--- src/rtl/gp_defines.svh ---
// Sizes for the event queue, vertex values and the memory bus.
// Vertex index width must equal bin plus row index widths.
// GP_BIN_NUM and GP_ROW_NUM must be powers of two.

`ifndef GP_DEFINES_SVH
`define GP_DEFINES_SVH

// ----------------------------------------
// Event queue geometry
// ----------------------------------------
`define GP_BIN_NUM          4
`define GP_ROW_NUM          8
`define GP_BIN_IDX_WIDTH    2
`define GP_ROW_IDX_WIDTH    3
// Upper bits pick the bin, lower bits the row
`define GP_VERTEX_IDX_WIDTH (`GP_BIN_IDX_WIDTH + `GP_ROW_IDX_WIDTH)

// Vertex values and deltas share one width
`define GP_DELTA_WIDTH      16

// ----------------------------------------
// Memory bus
// ----------------------------------------
`define GP_XLEN             32
`define GP_MEM_WIDTH        64
`define GP_TAG_WIDTH        4

`endif

--- src/rtl/bus_pkg.sv ---
// Tagged memory bus types.
// Tag 0 is reserved: no value on the tag lines, refusal on the response.

`include "gp_defines.svh"

package bus_pkg;

    // ----------------------------------------
    // Command opcodes
    // ----------------------------------------
    typedef enum logic [1:0] {
        BUS_NONE  = 2'h0,
        BUS_LOAD  = 2'h1,
        BUS_STORE = 2'h2
    } bus_command_e;

    // ----------------------------------------
    // Tags, address and data
    // ----------------------------------------
    typedef logic [`GP_TAG_WIDTH-1:0] mem_tag_t;
    typedef logic [`GP_XLEN-1:0]      bus_addr_t;
    typedef logic [`GP_MEM_WIDTH-1:0] bus_data_t;

    // Reserved tag value
    localparam mem_tag_t TAG_NONE = '0;

endpackage

--- src/rtl/graph_pkg.sv ---
// Graph side types shared by the queue, the update engine and the top.
// Deltas are signed and wrap on overflow.

`include "gp_defines.svh"

package graph_pkg;

    // Vertex number and its two halves
    typedef logic [`GP_VERTEX_IDX_WIDTH-1:0] vertex_idx_t;
    typedef logic [`GP_BIN_IDX_WIDTH-1:0]    bin_idx_t;
    typedef logic [`GP_ROW_IDX_WIDTH-1:0]    row_idx_t;

    // Vertex value or delta, two's complement
    typedef logic signed [`GP_DELTA_WIDTH-1:0] delta_t;

    // Read-modify-write engine states
    typedef enum logic [2:0] {
        UPD_IDLE  = 3'd0,
        UPD_LOAD  = 3'd1,
        UPD_WAIT  = 3'd2,
        UPD_STORE = 3'd3
    } upd_state_e;

    // Bin is taken from the high bits
    function automatic bin_idx_t vtx_bin(vertex_idx_t idx);
        return idx[`GP_VERTEX_IDX_WIDTH-1 -: `GP_BIN_IDX_WIDTH];
    endfunction

    function automatic row_idx_t vtx_row(vertex_idx_t idx);
        return idx[`GP_ROW_IDX_WIDTH-1:0];
    endfunction

    function automatic vertex_idx_t vtx_join(bin_idx_t bin, row_idx_t row);
        return {bin, row};
    endfunction

endpackage

--- src/rtl/event_queue.sv ---
// Coalescing event queue, one entry per vertex, split into bins.
// Events are always accepted. Same-vertex deltas are summed in place.
// One dispatch per cycle, bins served round robin, lowest row first.

`timescale 1ns/100ps

`include "gp_defines.svh"

module event_queue (
    input  logic                  clock,
    input  logic                  rst_i,
    // Event strobe in
    input  logic                  event_valid_i,
    input  graph_pkg::vertex_idx_t event_idx_i,
    input  graph_pkg::delta_t     event_delta_i,
    // Dispatch to the update engine
    input  logic                  upd_ready_i,
    output logic                  disp_valid_o,
    output graph_pkg::vertex_idx_t disp_idx_o,
    output graph_pkg::delta_t     disp_delta_o,
    output logic                  queue_empty_o
);

    import graph_pkg::*;

    // ----------------------------------------
    // Entry storage
    // ----------------------------------------
    // Valid bits per bin and row
    logic [`GP_BIN_NUM-1:0][`GP_ROW_NUM-1:0] ent_valid_q;
    // Coalesced deltas
    delta_t ent_delta_q [`GP_BIN_NUM][`GP_ROW_NUM];

    // Bin served last, search starts after it
    bin_idx_t last_bin_q;

    // Incoming event position
    bin_idx_t ev_bin;
    row_idx_t ev_row;

    // Search result
    logic     found;
    bin_idx_t pick_bin;
    row_idx_t pick_row;
    logic     disp_fire;
    logic     hit_disp;

    assign ev_bin = vtx_bin(event_idx_i);
    assign ev_row = vtx_row(event_idx_i);

    // ----------------------------------------
    // Round-robin bin search
    // ----------------------------------------
    always_comb
    begin : search
        bin_idx_t cand;
        found    = 1'b0;
        pick_bin = last_bin_q;
        pick_row = '0;
        cand     = last_bin_q;
        for (int off = 1; off <= `GP_BIN_NUM; off++)
        begin
            // Wraps at the bin count
            cand = bin_idx_t'(last_bin_q + off);
            if (!found && (|ent_valid_q[cand]))
            begin
                found    = 1'b1;
                pick_bin = cand;
                // Walk down so the lowest valid row is kept
                for (int r = `GP_ROW_NUM - 1; r >= 0; r--)
                begin
                    if (ent_valid_q[cand][r])
                    begin
                        pick_row = row_idx_t'(r);
                    end
                end
            end
        end
    end

    // Dispatch only into an idle engine
    assign disp_fire = found && upd_ready_i;

    // Event lands on the entry leaving this cycle
    assign hit_disp = disp_fire && (pick_bin == ev_bin) && (pick_row == ev_row);

    // ----------------------------------------
    // Control state
    // ----------------------------------------
    always_ff @(posedge clock)
    begin
        if (rst_i)
        begin
            ent_valid_q <= '0;
            // First search then begins at bin 0
            last_bin_q  <= bin_idx_t'(`GP_BIN_NUM - 1);
        end
        else
        begin
            if (disp_fire)
            begin
                ent_valid_q[pick_bin][pick_row] <= 1'b0;
                last_bin_q                      <= pick_bin;
            end
            // Set wins over the dispatch clear
            if (event_valid_i)
            begin
                ent_valid_q[ev_bin][ev_row] <= 1'b1;
            end
        end
    end

    // ----------------------------------------
    // Delta payload
    // ----------------------------------------
    always_ff @(posedge clock)
    begin
        if (event_valid_i)
        begin
            if (ent_valid_q[ev_bin][ev_row] && !hit_disp)
            begin
                // Coalesce, 16-bit wrap
                ent_delta_q[ev_bin][ev_row] <= ent_delta_q[ev_bin][ev_row] + event_delta_i;
            end
            else
            begin
                // Fresh entry
                ent_delta_q[ev_bin][ev_row] <= event_delta_i;
            end
        end
    end

    // ----------------------------------------
    // Outputs
    // ----------------------------------------
    assign disp_valid_o  = disp_fire;
    assign disp_idx_o    = vtx_join(pick_bin, pick_row);
    assign disp_delta_o  = ent_delta_q[pick_bin][pick_row];
    assign queue_empty_o = ~|ent_valid_q;

    // Engine must drop ready right after taking a dispatch
    a_disp_handshake : assert property (
        @(posedge clock) disable iff (rst_i)
        disp_valid_o |=> !upd_ready_i
    );

endmodule

--- src/rtl/graph_pulse.sv ---
// Event-driven vertex update core.
// Events enter on a strobe with no back-pressure.
// Vertex values live in external tagged memory, word per vertex.

`timescale 1ns/100ps

module graph_pulse (
    input  logic                   clock,
    input  logic                   rst_i,
    // Event input
    input  logic                   event_valid_i,
    input  graph_pkg::vertex_idx_t event_idx_i,
    input  graph_pkg::delta_t      event_delta_i,
    output logic                   idle_o,
    // Vertex memory bus
    output bus_pkg::bus_command_e  mem_command_o,
    output bus_pkg::bus_addr_t     mem_addr_o,
    output bus_pkg::bus_data_t     mem_st_data_o,
    input  bus_pkg::mem_tag_t      mem_response_i,
    input  bus_pkg::bus_data_t     mem_ld_data_i,
    input  bus_pkg::mem_tag_t      mem_tag_i
);

    import graph_pkg::*;

    // ----------------------------------------
    // Queue to engine
    // ----------------------------------------
    logic        upd_ready;
    logic        disp_valid;
    vertex_idx_t disp_idx;
    delta_t      disp_delta;
    logic        queue_empty;

    // Engine to tracker
    logic        req_load;
    logic        req_store;
    vertex_idx_t req_idx;
    delta_t      req_value;
    logic        req_accepted;
    logic        ld_valid;
    delta_t      ld_value;

    event_queue i_event_queue (
        .clock         (clock),
        .rst_i         (rst_i),
        .event_valid_i (event_valid_i),
        .event_idx_i   (event_idx_i),
        .event_delta_i (event_delta_i),
        .upd_ready_i   (upd_ready),
        .disp_valid_o  (disp_valid),
        .disp_idx_o    (disp_idx),
        .disp_delta_o  (disp_delta),
        .queue_empty_o (queue_empty)
    );

    vertex_update i_vertex_update (
        .clock          (clock),
        .rst_i          (rst_i),
        .disp_valid_i   (disp_valid),
        .disp_idx_i     (disp_idx),
        .disp_delta_i   (disp_delta),
        .upd_ready_o    (upd_ready),
        .req_load_o     (req_load),
        .req_store_o    (req_store),
        .req_idx_o      (req_idx),
        .req_value_o    (req_value),
        .req_accepted_i (req_accepted),
        .ld_valid_i     (ld_valid),
        .ld_value_i     (ld_value)
    );

    mem_tracker i_mem_tracker (
        .clock          (clock),
        .rst_i          (rst_i),
        .req_load_i     (req_load),
        .req_store_i    (req_store),
        .req_idx_i      (req_idx),
        .req_value_i    (req_value),
        .req_accepted_o (req_accepted),
        .ld_valid_o     (ld_valid),
        .ld_value_o     (ld_value),
        .mem_command_o  (mem_command_o),
        .mem_addr_o     (mem_addr_o),
        .mem_st_data_o  (mem_st_data_o),
        .mem_response_i (mem_response_i),
        .mem_ld_data_i  (mem_ld_data_i),
        .mem_tag_i      (mem_tag_i)
    );

    // Idle once nothing is queued and no update is in flight
    assign idle_o = queue_empty & upd_ready;

endmodule

--- src/rtl/mem_tracker.sv ---
// Owner of the tagged memory bus. One outstanding load at most.
// Commands are suppressed while a load tag is pending.
// Value sits in the low data bits, upper bits zero on stores.

`timescale 1ns/100ps

`include "gp_defines.svh"

module mem_tracker (
    input  logic                   clock,
    input  logic                   rst_i,
    // Requests from the update engine
    input  logic                   req_load_i,
    input  logic                   req_store_i,
    input  graph_pkg::vertex_idx_t req_idx_i,
    input  graph_pkg::delta_t      req_value_i,
    output logic                   req_accepted_o,
    output logic                   ld_valid_o,
    output graph_pkg::delta_t      ld_value_o,
    // Memory bus
    output bus_pkg::bus_command_e  mem_command_o,
    output bus_pkg::bus_addr_t     mem_addr_o,
    output bus_pkg::bus_data_t     mem_st_data_o,
    input  bus_pkg::mem_tag_t      mem_response_i,
    input  bus_pkg::bus_data_t     mem_ld_data_i,
    input  bus_pkg::mem_tag_t      mem_tag_i
);

    import graph_pkg::*;
    import bus_pkg::*;

    // Open load and its tag
    logic     pend_valid_q;
    mem_tag_t pend_tag_q;

    logic     load_accept;
    logic     tag_hit;

    // ----------------------------------------
    // Command issue
    // ----------------------------------------
    always_comb
    begin
        mem_command_o = BUS_NONE;
        if (!pend_valid_q)
        begin
            if (req_load_i)
            begin
                mem_command_o = BUS_LOAD;
            end
            else if (req_store_i)
            begin
                mem_command_o = BUS_STORE;
            end
        end
    end

    // Zero extension of index and value
    assign mem_addr_o    = {{(`GP_XLEN - `GP_VERTEX_IDX_WIDTH){1'b0}}, req_idx_i};
    assign mem_st_data_o = {{(`GP_MEM_WIDTH - `GP_DELTA_WIDTH){1'b0}}, req_value_i};

    // Nonzero response is the tag of the accepted command
    assign req_accepted_o = (mem_command_o != BUS_NONE) && (mem_response_i != TAG_NONE);
    assign load_accept    = req_accepted_o && (mem_command_o == BUS_LOAD);

    // ----------------------------------------
    // Load tag tracking
    // ----------------------------------------
    assign tag_hit = pend_valid_q && (mem_tag_i == pend_tag_q);

    always_ff @(posedge clock)
    begin
        if (rst_i)
        begin
            pend_valid_q <= 1'b0;
        end
        else if (load_accept)
        begin
            pend_valid_q <= 1'b1;
        end
        else if (tag_hit)
        begin
            pend_valid_q <= 1'b0;
        end
    end

    always_ff @(posedge clock)
    begin
        if (load_accept)
        begin
            pend_tag_q <= mem_response_i;
        end
    end

    assign ld_valid_o = tag_hit;
    assign ld_value_o = delta_t'(mem_ld_data_i[`GP_DELTA_WIDTH-1:0]);

    // Engine never asks for a store while its load is still open
    a_no_store_pending : assert property (
        @(posedge clock) disable iff (rst_i)
        req_store_i |-> !pend_valid_q
    );

endmodule

--- src/rtl/vertex_update.sv ---
// Single read-modify-write engine, one vertex update in flight.
// Load and store requests are levels held until accepted.
// The load result arrives as a pulse on ld_valid_i.

`timescale 1ns/100ps

module vertex_update (
    input  logic                   clock,
    input  logic                   rst_i,
    // From the event queue
    input  logic                   disp_valid_i,
    input  graph_pkg::vertex_idx_t disp_idx_i,
    input  graph_pkg::delta_t      disp_delta_i,
    output logic                   upd_ready_o,
    // To the memory tracker
    output logic                   req_load_o,
    output logic                   req_store_o,
    output graph_pkg::vertex_idx_t req_idx_o,
    output graph_pkg::delta_t      req_value_o,
    input  logic                   req_accepted_i,
    input  logic                   ld_valid_i,
    input  graph_pkg::delta_t      ld_value_i
);

    import graph_pkg::*;

    upd_state_e  state_q;
    upd_state_e  state_d;

    // Vertex being updated and its pending delta
    vertex_idx_t idx_q;
    delta_t      delta_q;
    // Old value plus delta
    delta_t      sum_q;

    // ----------------------------------------
    // Next state
    // ----------------------------------------
    always_comb
    begin
        state_d = state_q;
        unique case (state_q)
            UPD_IDLE:
            begin
                if (disp_valid_i)
                begin
                    state_d = UPD_LOAD;
                end
            end
            UPD_LOAD:
            begin
                // Held until the bus takes it
                if (req_accepted_i)
                begin
                    state_d = UPD_WAIT;
                end
            end
            UPD_WAIT:
            begin
                if (ld_valid_i)
                begin
                    state_d = UPD_STORE;
                end
            end
            UPD_STORE:
            begin
                if (req_accepted_i)
                begin
                    state_d = UPD_IDLE;
                end
            end
            default:
            begin
                state_d = UPD_IDLE;
            end
        endcase
    end

    always_ff @(posedge clock)
    begin
        if (rst_i)
        begin
            state_q <= UPD_IDLE;
        end
        else
        begin
            state_q <= state_d;
        end
    end

    // ----------------------------------------
    // Datapath
    // ----------------------------------------
    always_ff @(posedge clock)
    begin
        // Latch the dispatched event
        if ((state_q == UPD_IDLE) && disp_valid_i)
        begin
            idx_q   <= disp_idx_i;
            delta_q <= disp_delta_i;
        end
        // Wrapped add on load return
        if ((state_q == UPD_WAIT) && ld_valid_i)
        begin
            sum_q <= ld_value_i + delta_q;
        end
    end

    assign upd_ready_o = (state_q == UPD_IDLE);
    assign req_load_o  = (state_q == UPD_LOAD);
    assign req_store_o = (state_q == UPD_STORE);
    assign req_idx_o   = idx_q;
    assign req_value_o = sum_q;

    // Load data returns only while the engine waits for it
    a_ld_in_wait : assert property (
        @(posedge clock) disable iff (rst_i)
        ld_valid_i |-> (state_q == UPD_WAIT)
    );

    // Tracker acks only an open request
    a_accept_in_req : assert property (
        @(posedge clock) disable iff (rst_i)
        req_accepted_i |-> (state_q inside {UPD_LOAD, UPD_STORE})
    );

endmodule

--- config.mk ---
export PLATFORM = sky130hd
export DESIGN_NAME = graph_pulse
export DESIGN_NICKNAME = d
export VERILOG_FILES = /design/src/rtl/bus_pkg.sv /design/src/rtl/graph_pkg.sv /design/src/rtl/event_queue.sv /design/src/rtl/graph_pulse.sv /design/src/rtl/mem_tracker.sv /design/src/rtl/vertex_update.sv
export VERILOG_INCLUDE_DIRS = /design/src /design/src/rtl
export SDC_FILE = /design/constraint.sdc
export NUM_CORES = 1
export LEC_CHECK = 0
export BUFFER_PORTS_ARGS = -buffer_cell sky130_fd_sc_hd__buf_4
export CORE_MARGIN = 3
export CORE_UTILIZATION = 25
export DETAILED_ROUTE_END_ITERATION = 8
export HOLD_SLACK_MARGIN = 0.02
export PLACE_DENSITY = 0.37
export SETUP_SLACK_MARGIN = 0.2
export SYNTH_ARGS = -nofsm -noshare
export SYNTH_HDL_FRONTEND = slang
export SYNTH_SLANG_ARGS = --single-unit
--- constraint.sdc ---
create_clock -name clock -period 11.15 [get_ports clock]
set_input_delay 0.5575 -clock clock [delete_from_list [all_inputs] [get_ports clock]]
set_output_delay 0.5575 -clock clock [all_outputs]
set_load 0.01 [all_outputs]
Word level (Yosys, flattened, before mapping)
Memory sizes are Yosys's and may differ from the RTL's.
Index checks and enable logic that the tools add are counted.
{"block": "totals", "regBits": 79, "ramBits": 512, "output_inout_bits": 99, "word_cells": 429, "n_memories": 1}
{"name": "i_event_queue.ent_delta_q", "words": 4, "width": 128, "rd": 2, "rd_clocked_by_memory_dff": 0, "wr": 1, "line": "event_queue.sv:32", "rtl": "delta_t ent_delta_q [`GP_BIN_NUM][`GP_ROW_NUM];"}
{"block": "classes", "n_addsub": 6, "n_lt_le_gt_ge": 15, "eq_ne": 11, "mux": 219, "bitwise": 134, "reduce_logical": 32}
{"op": "$mux 128", "n": 2}
{"op": "$mux 1", "n": 141}
{"op": "$or 1x1->1", "n": 128}
{"op": "$mux 3", "n": 40}
{"op": "$bmux 16 s3", "n": 2}
{"op": "$mux 32", "n": 3}
{"op": "$bmux 8 s2", "n": 5}
{"op": "$mux 16", "n": 5}
{"op": "$mux 8", "n": 7}
{"op": "$demux 16 s3", "n": 1}
{"op": "$add 16x16->16", "n": 2}
{"op": "$and 32x32->32", "n": 1}
{"op": "$demux 8 s2", "n": 2}
{"op": "$not 32->32", "n": 1}
{"op": "$or 32x32->32", "n": 1}
{"op": "$reduce_or 32->1", "n": 1}
{"op": "$reduce_or 8->1", "n": 4}
{"op": "$lt 2x3->1 const B", "n": 6}
{"op": "$logic_and 1x1->1", "n": 17}
{"op": "$mux 2", "n": 7}
{"op": "$pmux 3 s4", "n": 1}
{"op": "$ge 4x4->1 const B", "n": 2}
{"op": "$lt 3x4->1 const B", "n": 2}
{"op": "$not 3->4", "n": 2}
{"op": "other kinds (21)", "n": 34}

Logic depth before layout (Yosys ltp)
{"block": "logic_depth", "word_depth": 51, "mapped_depth": 21, "mapped_depth_nobuf": 18}

By module
Synthesis repeated with hierarchy kept, for this count alone.
{"block": "hier_totals", "cells_unflattened": 2297, "area_unflattened_um2": 32087.0}
{"module": "event_queue", "n_inst": 1, "cells_per_inst": 1996, "area_per_inst_um2": 28910.2}
{"module": "vertex_update", "n_inst": 1, "cells_per_inst": 168, "area_per_inst_um2": 2077.0}
{"module": "mem_tracker", "n_inst": 1, "cells_per_inst": 132, "area_per_inst_um2": 1093.5}
{"module": "graph_pulse", "n_inst": 1, "cells_per_inst": 1, "area_per_inst_um2": 6.3}

Worst setup path after synthesis
OpenSTA, ideal clock, no wires.
{"block": "synth_path", "kind": "input port to flip-flop", "start": "input port event_idx_i[4]", "end": "memory i_event_queue.ent_delta_q[0][14] in the netlist's numbering (data pin)", "arrival_time_ps": 5931, "t_required_ps": 10877, "path_slack_ps": 4946, "path_stages": 21, "path_buffers": 5, "path_cell_list": "clkbuf_1 clkbuf_1 buf_1 clkbuf_1 buf_1 mux4_2 mux2i_1 o221ai_1 ha_1 inv_1 fa_1 nor2b_1 o21a_1 o21ai_0 a21oi_1 o2111ai_1 a31oi_1 a21o_1 a21oi_1 xnor2_1 mux2_1"}
{"block": "synth_between", "elab_chain_len": 9, "elab_cells_between_ends": 18}
{"element": "start: declaration", "line": "graph_pulse.sv:12", "rtl": "input graph_pkg::vertex_idx_t event_idx_i,"}
{"element": "parallel branches: the longest is 8 deep, another holds $mem_v2 4x128"}
{"element": "$mux 1 (no source line) *"}
{"element": "end: declaration", "line": "event_queue.sv:32"}
Mark *: on every way between the ends. The select of a mux whose other input is x is not followed.

Final worst setup path
{"block": "layout_path", "start": "register i_event_queue.last_bin_q[1]", "end": "memory i_event_queue.ent_delta_q[0][52] in the netlist's numbering (data pin)"}
{"block": "layout_between", "elab_chain_len": 47, "elab_cells_between_ends": 77}
{"element": "start: declaration", "line": "event_queue.sv:35", "rtl": "bin_idx_t last_bin_q;"}
{"element": "start signal: assignment", "line": "event_queue.sv:96", "rtl": "last_bin_q <= bin_idx_t'(`GP_BIN_NUM - 1);"}
{"element": "start signal: assignment", "line": "event_queue.sv:103", "rtl": "last_bin_q <= pick_bin;"}
{"element": "$add 2x1->2", "line": "event_queue.sv:64", "rtl": "cand = bin_idx_t'(last_bin_q + off);"}
{"element": "$bmux 8 s2", "line": "event_queue.sv:65, event_queue.sv:72"}
{"element": "$mux 8 (implied by the code)", "line": "event_queue.sv:65, event_queue.sv:72"}
{"element": "$mux 3 (8 in a row)", "line": "event_queue.sv:72", "rtl": "if (ent_valid_q[cand][r])"}
{"element": "$mux 3", "line": "event_queue.sv:65", "rtl": "if (!found && (|ent_valid_q[cand]))"}
{"element": "$mux 3 (8 in a row)", "line": "event_queue.sv:72"}
{"element": "$mux 3", "line": "event_queue.sv:65"}
{"element": "$mux 3 (8 in a row)", "line": "event_queue.sv:72"}
{"element": "(+10 left out)"}
{"element": "$eq 3x3->1", "line": "event_queue.sv:85", "rtl": "assign hit_disp = disp_fire && (pick_bin == ev_bin) && (pick_row == ev_row);"}
{"element": "$logic_and 1x1->1 *", "line": "event_queue.sv:85"}
{"element": "$logic_not 1->1 *", "line": "event_queue.sv:120", "rtl": "if (ent_valid_q[ev_bin][ev_row] && !hit_disp)"}
{"element": "$logic_and 1x1->1 *", "line": "event_queue.sv:120"}
{"element": "$mux 1 *", "line": "event_queue.sv:120"}
{"element": "$mux 1 *", "line": "event_queue.sv:118", "rtl": "if (event_valid_i)"}
{"element": "$mux 128 (implied by the code) *", "line": "event_queue.sv:128", "rtl": "ent_delta_q[ev_bin][ev_row] <= event_delta_i;"}
{"element": "$mux 1 (no source line) *"}
Mark *: on every way between the ends. The rest lies on a longest branch, timed or not. The select of a mux whose other input is x is not followed.

==> flow_summary.yaml <==
yosys:
  yosysSeqAreaShare: 0.551
  synth.distinct_cells: 73
  synth_ff_type: "edfxtp_1"
  synth_edf_count: 553
  synth_area_leaders: "edfxtp_1 (53%), mux4_2 (20%), mux2_2 (3.0%)"
  synth.most_common_cell: "edfxtp_1"
  netlist_instances: 2109
  synthArstFlopShare: 0
  synth_seq_cells: 590
  yosys-top-cells-count: "edfxtp_1 (553), mux4_2 (274), nand2_1 (212)"
  synth_top_cell_area_share: 0.527
  synth_top_area_cell: "edfxtp_1"
  synth_area_um2: 31500
  avgSynthCellArea_um2: 14.9
  yosys_warnings: 0
power:
  internal-power_mw: 5.24
  p_per_area_nw_per_um2: 223
  p_clk_frac: 0.297
  swShare: 0.350
  p_comb_frac: 0.356
  p_leak_nw: 12.0
  peakVddDrop_mv: 0.195
  p_switching_mw: 2.82
  pwr-share-seq: 0.347
clocking:
  cts_resized: 0
  ctsRootBufferMaster: "clkbuf_16"
  holdBufCountCts: 0
  clock_path_buffers: 3
  h-tree-depth: 3
  cts_setup_buffers: 0
  numCtsBuffers: 73
  cts.sinks: 590
  cts_tree: "done"
  clk_latency_ns: 0.64
  clkSlewWorstSetupHoldPaths_ns: 0.06
floorplan:
  core-area_um2: 124000
  die_area_um2: 130000
  rows: 129
  pin_count: 195
  die_w_um: 361
  fp.dieH_um: 361
  initial_utilization: 0.253
worst_setup_path:
  path_class: "reg2reg"
  r2r_slack_ns: 4.74
  worst_ep_arrival_time_ns: 6.77
  critPathLaunchType: "flop"
  r2r_cells: 12
  reg2reg_from: "i_event_queue.last_bin_q[1]"
  required_ns: 11.52
  endpoint_kind: "flop"
  reg2reg_to: "i_event_queue.ent_delta_q[0][52]"
  cp_max_fo: 34
placement:
  placed_area_um2: 33800
  hpwl_um: 74100
  io_buffers: 71
  dpl.cell_count: 3738
  place_congestion: 0.780
timing:
  period_share: 0.575
  fmax_ghz: 0.156
  finalCriticalPeriod_ns: 6.41
  worst_pin_slew_ns: 1.27
  report.final.slew_viol_count: 0
  maxSlewHeadroom: 0.149
  tns_ns: 0
  fin_skew_ns: 0.0263
  hold_viol: 0
  grt_setup_unrepaired: "false"
  finalSetupViolCount: 0
route:
  via_per_inst: 5.25
  wire_per_inst_um: 31.3
  routed_wl_um: 121000
  vias: 20300
  drc: 0
  dr.pass1.iters: 5
  drt_iter0_markers: 1788
  ant_nets: 0
min_path:
  hold_class: "in2reg"
  hold_end: "i_mem_tracker.pend_tag_q[3]"
  hold_depth: 1
  hp-start: "mem_response_i[3]"
grt:
  grt_pass1_wl_um: 167000
  grt_pass1_vias: 20500
  grt_use_total: 0.184
  grt_max_degree: 90
  grt_overflow: 0
  antenna_found_initial: 8
final_layout:
  layout.nets: 2308
  areaGrowthSynthToFinish_pct: 14.8
  finalInstanceArea_um2: 36200
  drive_above_1_share: 0.288
  fin_cells: 3870
outcome:
  outcome: "finished clean"
job:
  max_cap_violations: 0
stage by stage:
step | hold WS (ns) | total power, mW | setup slack [ns] | utilization
after floorplan | 0.489 | 4.69 | 4.95 | -
after global placement | 0.510 | 5.70 | 4.58 | 0.271
after detailed placement | 0.519 | 5.73 | 4.54 | 0.271
after CTS | 0.0713 | 8.15 | 4.68 | 0.290
after global routing | 0.0807 | 8.46 | 4.43 | 0.290
final | 0.115 | 8.06 | 4.74 | 0.291
registers in the layout, indices dropped and copies added (netlist names):
| register | count |
|---|---|
| i_event_queue.last_bin_q | 2 |
| i_vertex_update.state_q | 2 |
| i_event_queue.ent_delta_q | 512 |
| i_vertex_update.req_value_o | 16 |
| i_event_queue.ent_valid_q | 32 |
| i_mem_tracker.pend_tag_q | 4 |
| i_mem_tracker.pend_valid_q | 1 |
| i_vertex_update.req_idx_o | 5 |
| i_vertex_update.delta_q | 16 |
worst max-delay path, cell delays in order, from the launching register on:
cell	delay [ns]
dfxtp_2	0.94
mux4_2	0.63
or4_1	0.62
or4_4	0.62
a31o_2	0.27
nand2_1	0.07
buf_4	0.32
inv_2	0.39
xnor2_1	0.25
or4_4	0.55
a21oi_4	0.61
buf_4	0.42
mux2_1	0.41
area by class of cell:
cell class	count	area, um^2
Inverter	63	241
Clock buffer	87	1910
Sequential cell	590	17300
Tap cell	1637	2050
Clock inverter	40	463
Fill cell	12500	88300
Multi-Input combinational cell	1328	13200
Timing Repair Buffer	120	950
Antenna cell	5	12.5
per-layer routing:
layer	global-route usage	routed length (um)	vias up
li1	-	-	8471
met2	0.292	56000	904
met3	0.0494	10100	158
met1	0.245	51300	10800
met4	0.0562	3720	0
met5	0	0	-
logic make-up (layout without fill, tap and decap cells):
family | count (synthesis) | in the layout | share of synthesized area
and+or+nand+nor | 471 | 471 | 0.0697
xor gates and xnor gates | 37 | 37 | 0.0108
DFF | 590 | 590 | 0.551
buffers and inverters | 265 | 310 | 0.0428
AOI/OAI and AO/OA | 270 | 270 | 0.0579
muxes | 439 | 439 | 0.253
other | 1 | 80 | 0.000119
adders and majority gates | 36 | 36 | 0.0148
cell usage in the layout (no fill, tap or decap), types with 11 or more instances in the layout:
master / Yosys / routed
o21ai_0: 55 / 55
inv_1: 59 / 34
mux4_2: 274 / 274
nor3_1: 19 / 16
a22o_1: 11 / 11
mux2i_1: 39 / 39
a22oi_1: 45 / 45
clkinv_2: 0 / 14
buf_4: 78 / 115
nor2_1: 62 / 62
mux2_2: 84 / 84
clkinv_1: 1 / 17
mux2_1: 42 / 42
nand2_1: 212 / 210
and3_1: 18 / 18
conb_1: 1 / 75
nand3_1: 72 / 72
xnor2_1: 26 / 26
edfxtp_1: 553 / 553
clkbuf_16: 0 / 74
clkbuf_1: 61 / 12
nand4_1: 14 / 14
ha_1: 34 / 34
a31oi_1: 22 / 21
nor2b_1: 18 / 18
dfxtp_1: 37 / 35
and2_1: 11 / 11
inv_2: 3 / 23
a21oi_1: 65 / 65
worst max-delay path by stage:
stage | start | to | slack [ns] | depth (start not counted)
floorplan | event_idx_i[4] | i_event_queue.ent_delta_q[0][14] | 4.95 | 21
global placement | event_idx_i[4] | i_event_queue.ent_delta_q[0][15] | 4.58 | 19
detailed placement | event_idx_i[4] | i_event_queue.ent_delta_q[0][15] | 4.54 | 19
CTS | i_event_queue.last_bin_q[1] | i_event_queue.ent_delta_q[0][52] | 4.68 | 12
global route | i_event_queue.last_bin_q[1] | i_event_queue.ent_delta_q[3][51] | 4.43 | 13
finish | i_event_queue.last_bin_q[1] | i_event_queue.ent_delta_q[0][52] | 4.74 | 12
power groups by stage:
stage	Clock (mW)	Combinational, mW	Sequential [mW]
after global routing	2.55	3.10	2.81
final	2.40	2.87	2.80
after CTS	2.46	2.89	2.80
after global placement	0	2.86	2.84
after floorplan	0	1.87	2.82
after detailed placement	0	2.88	2.85
(Power assumes the default switching activity.)
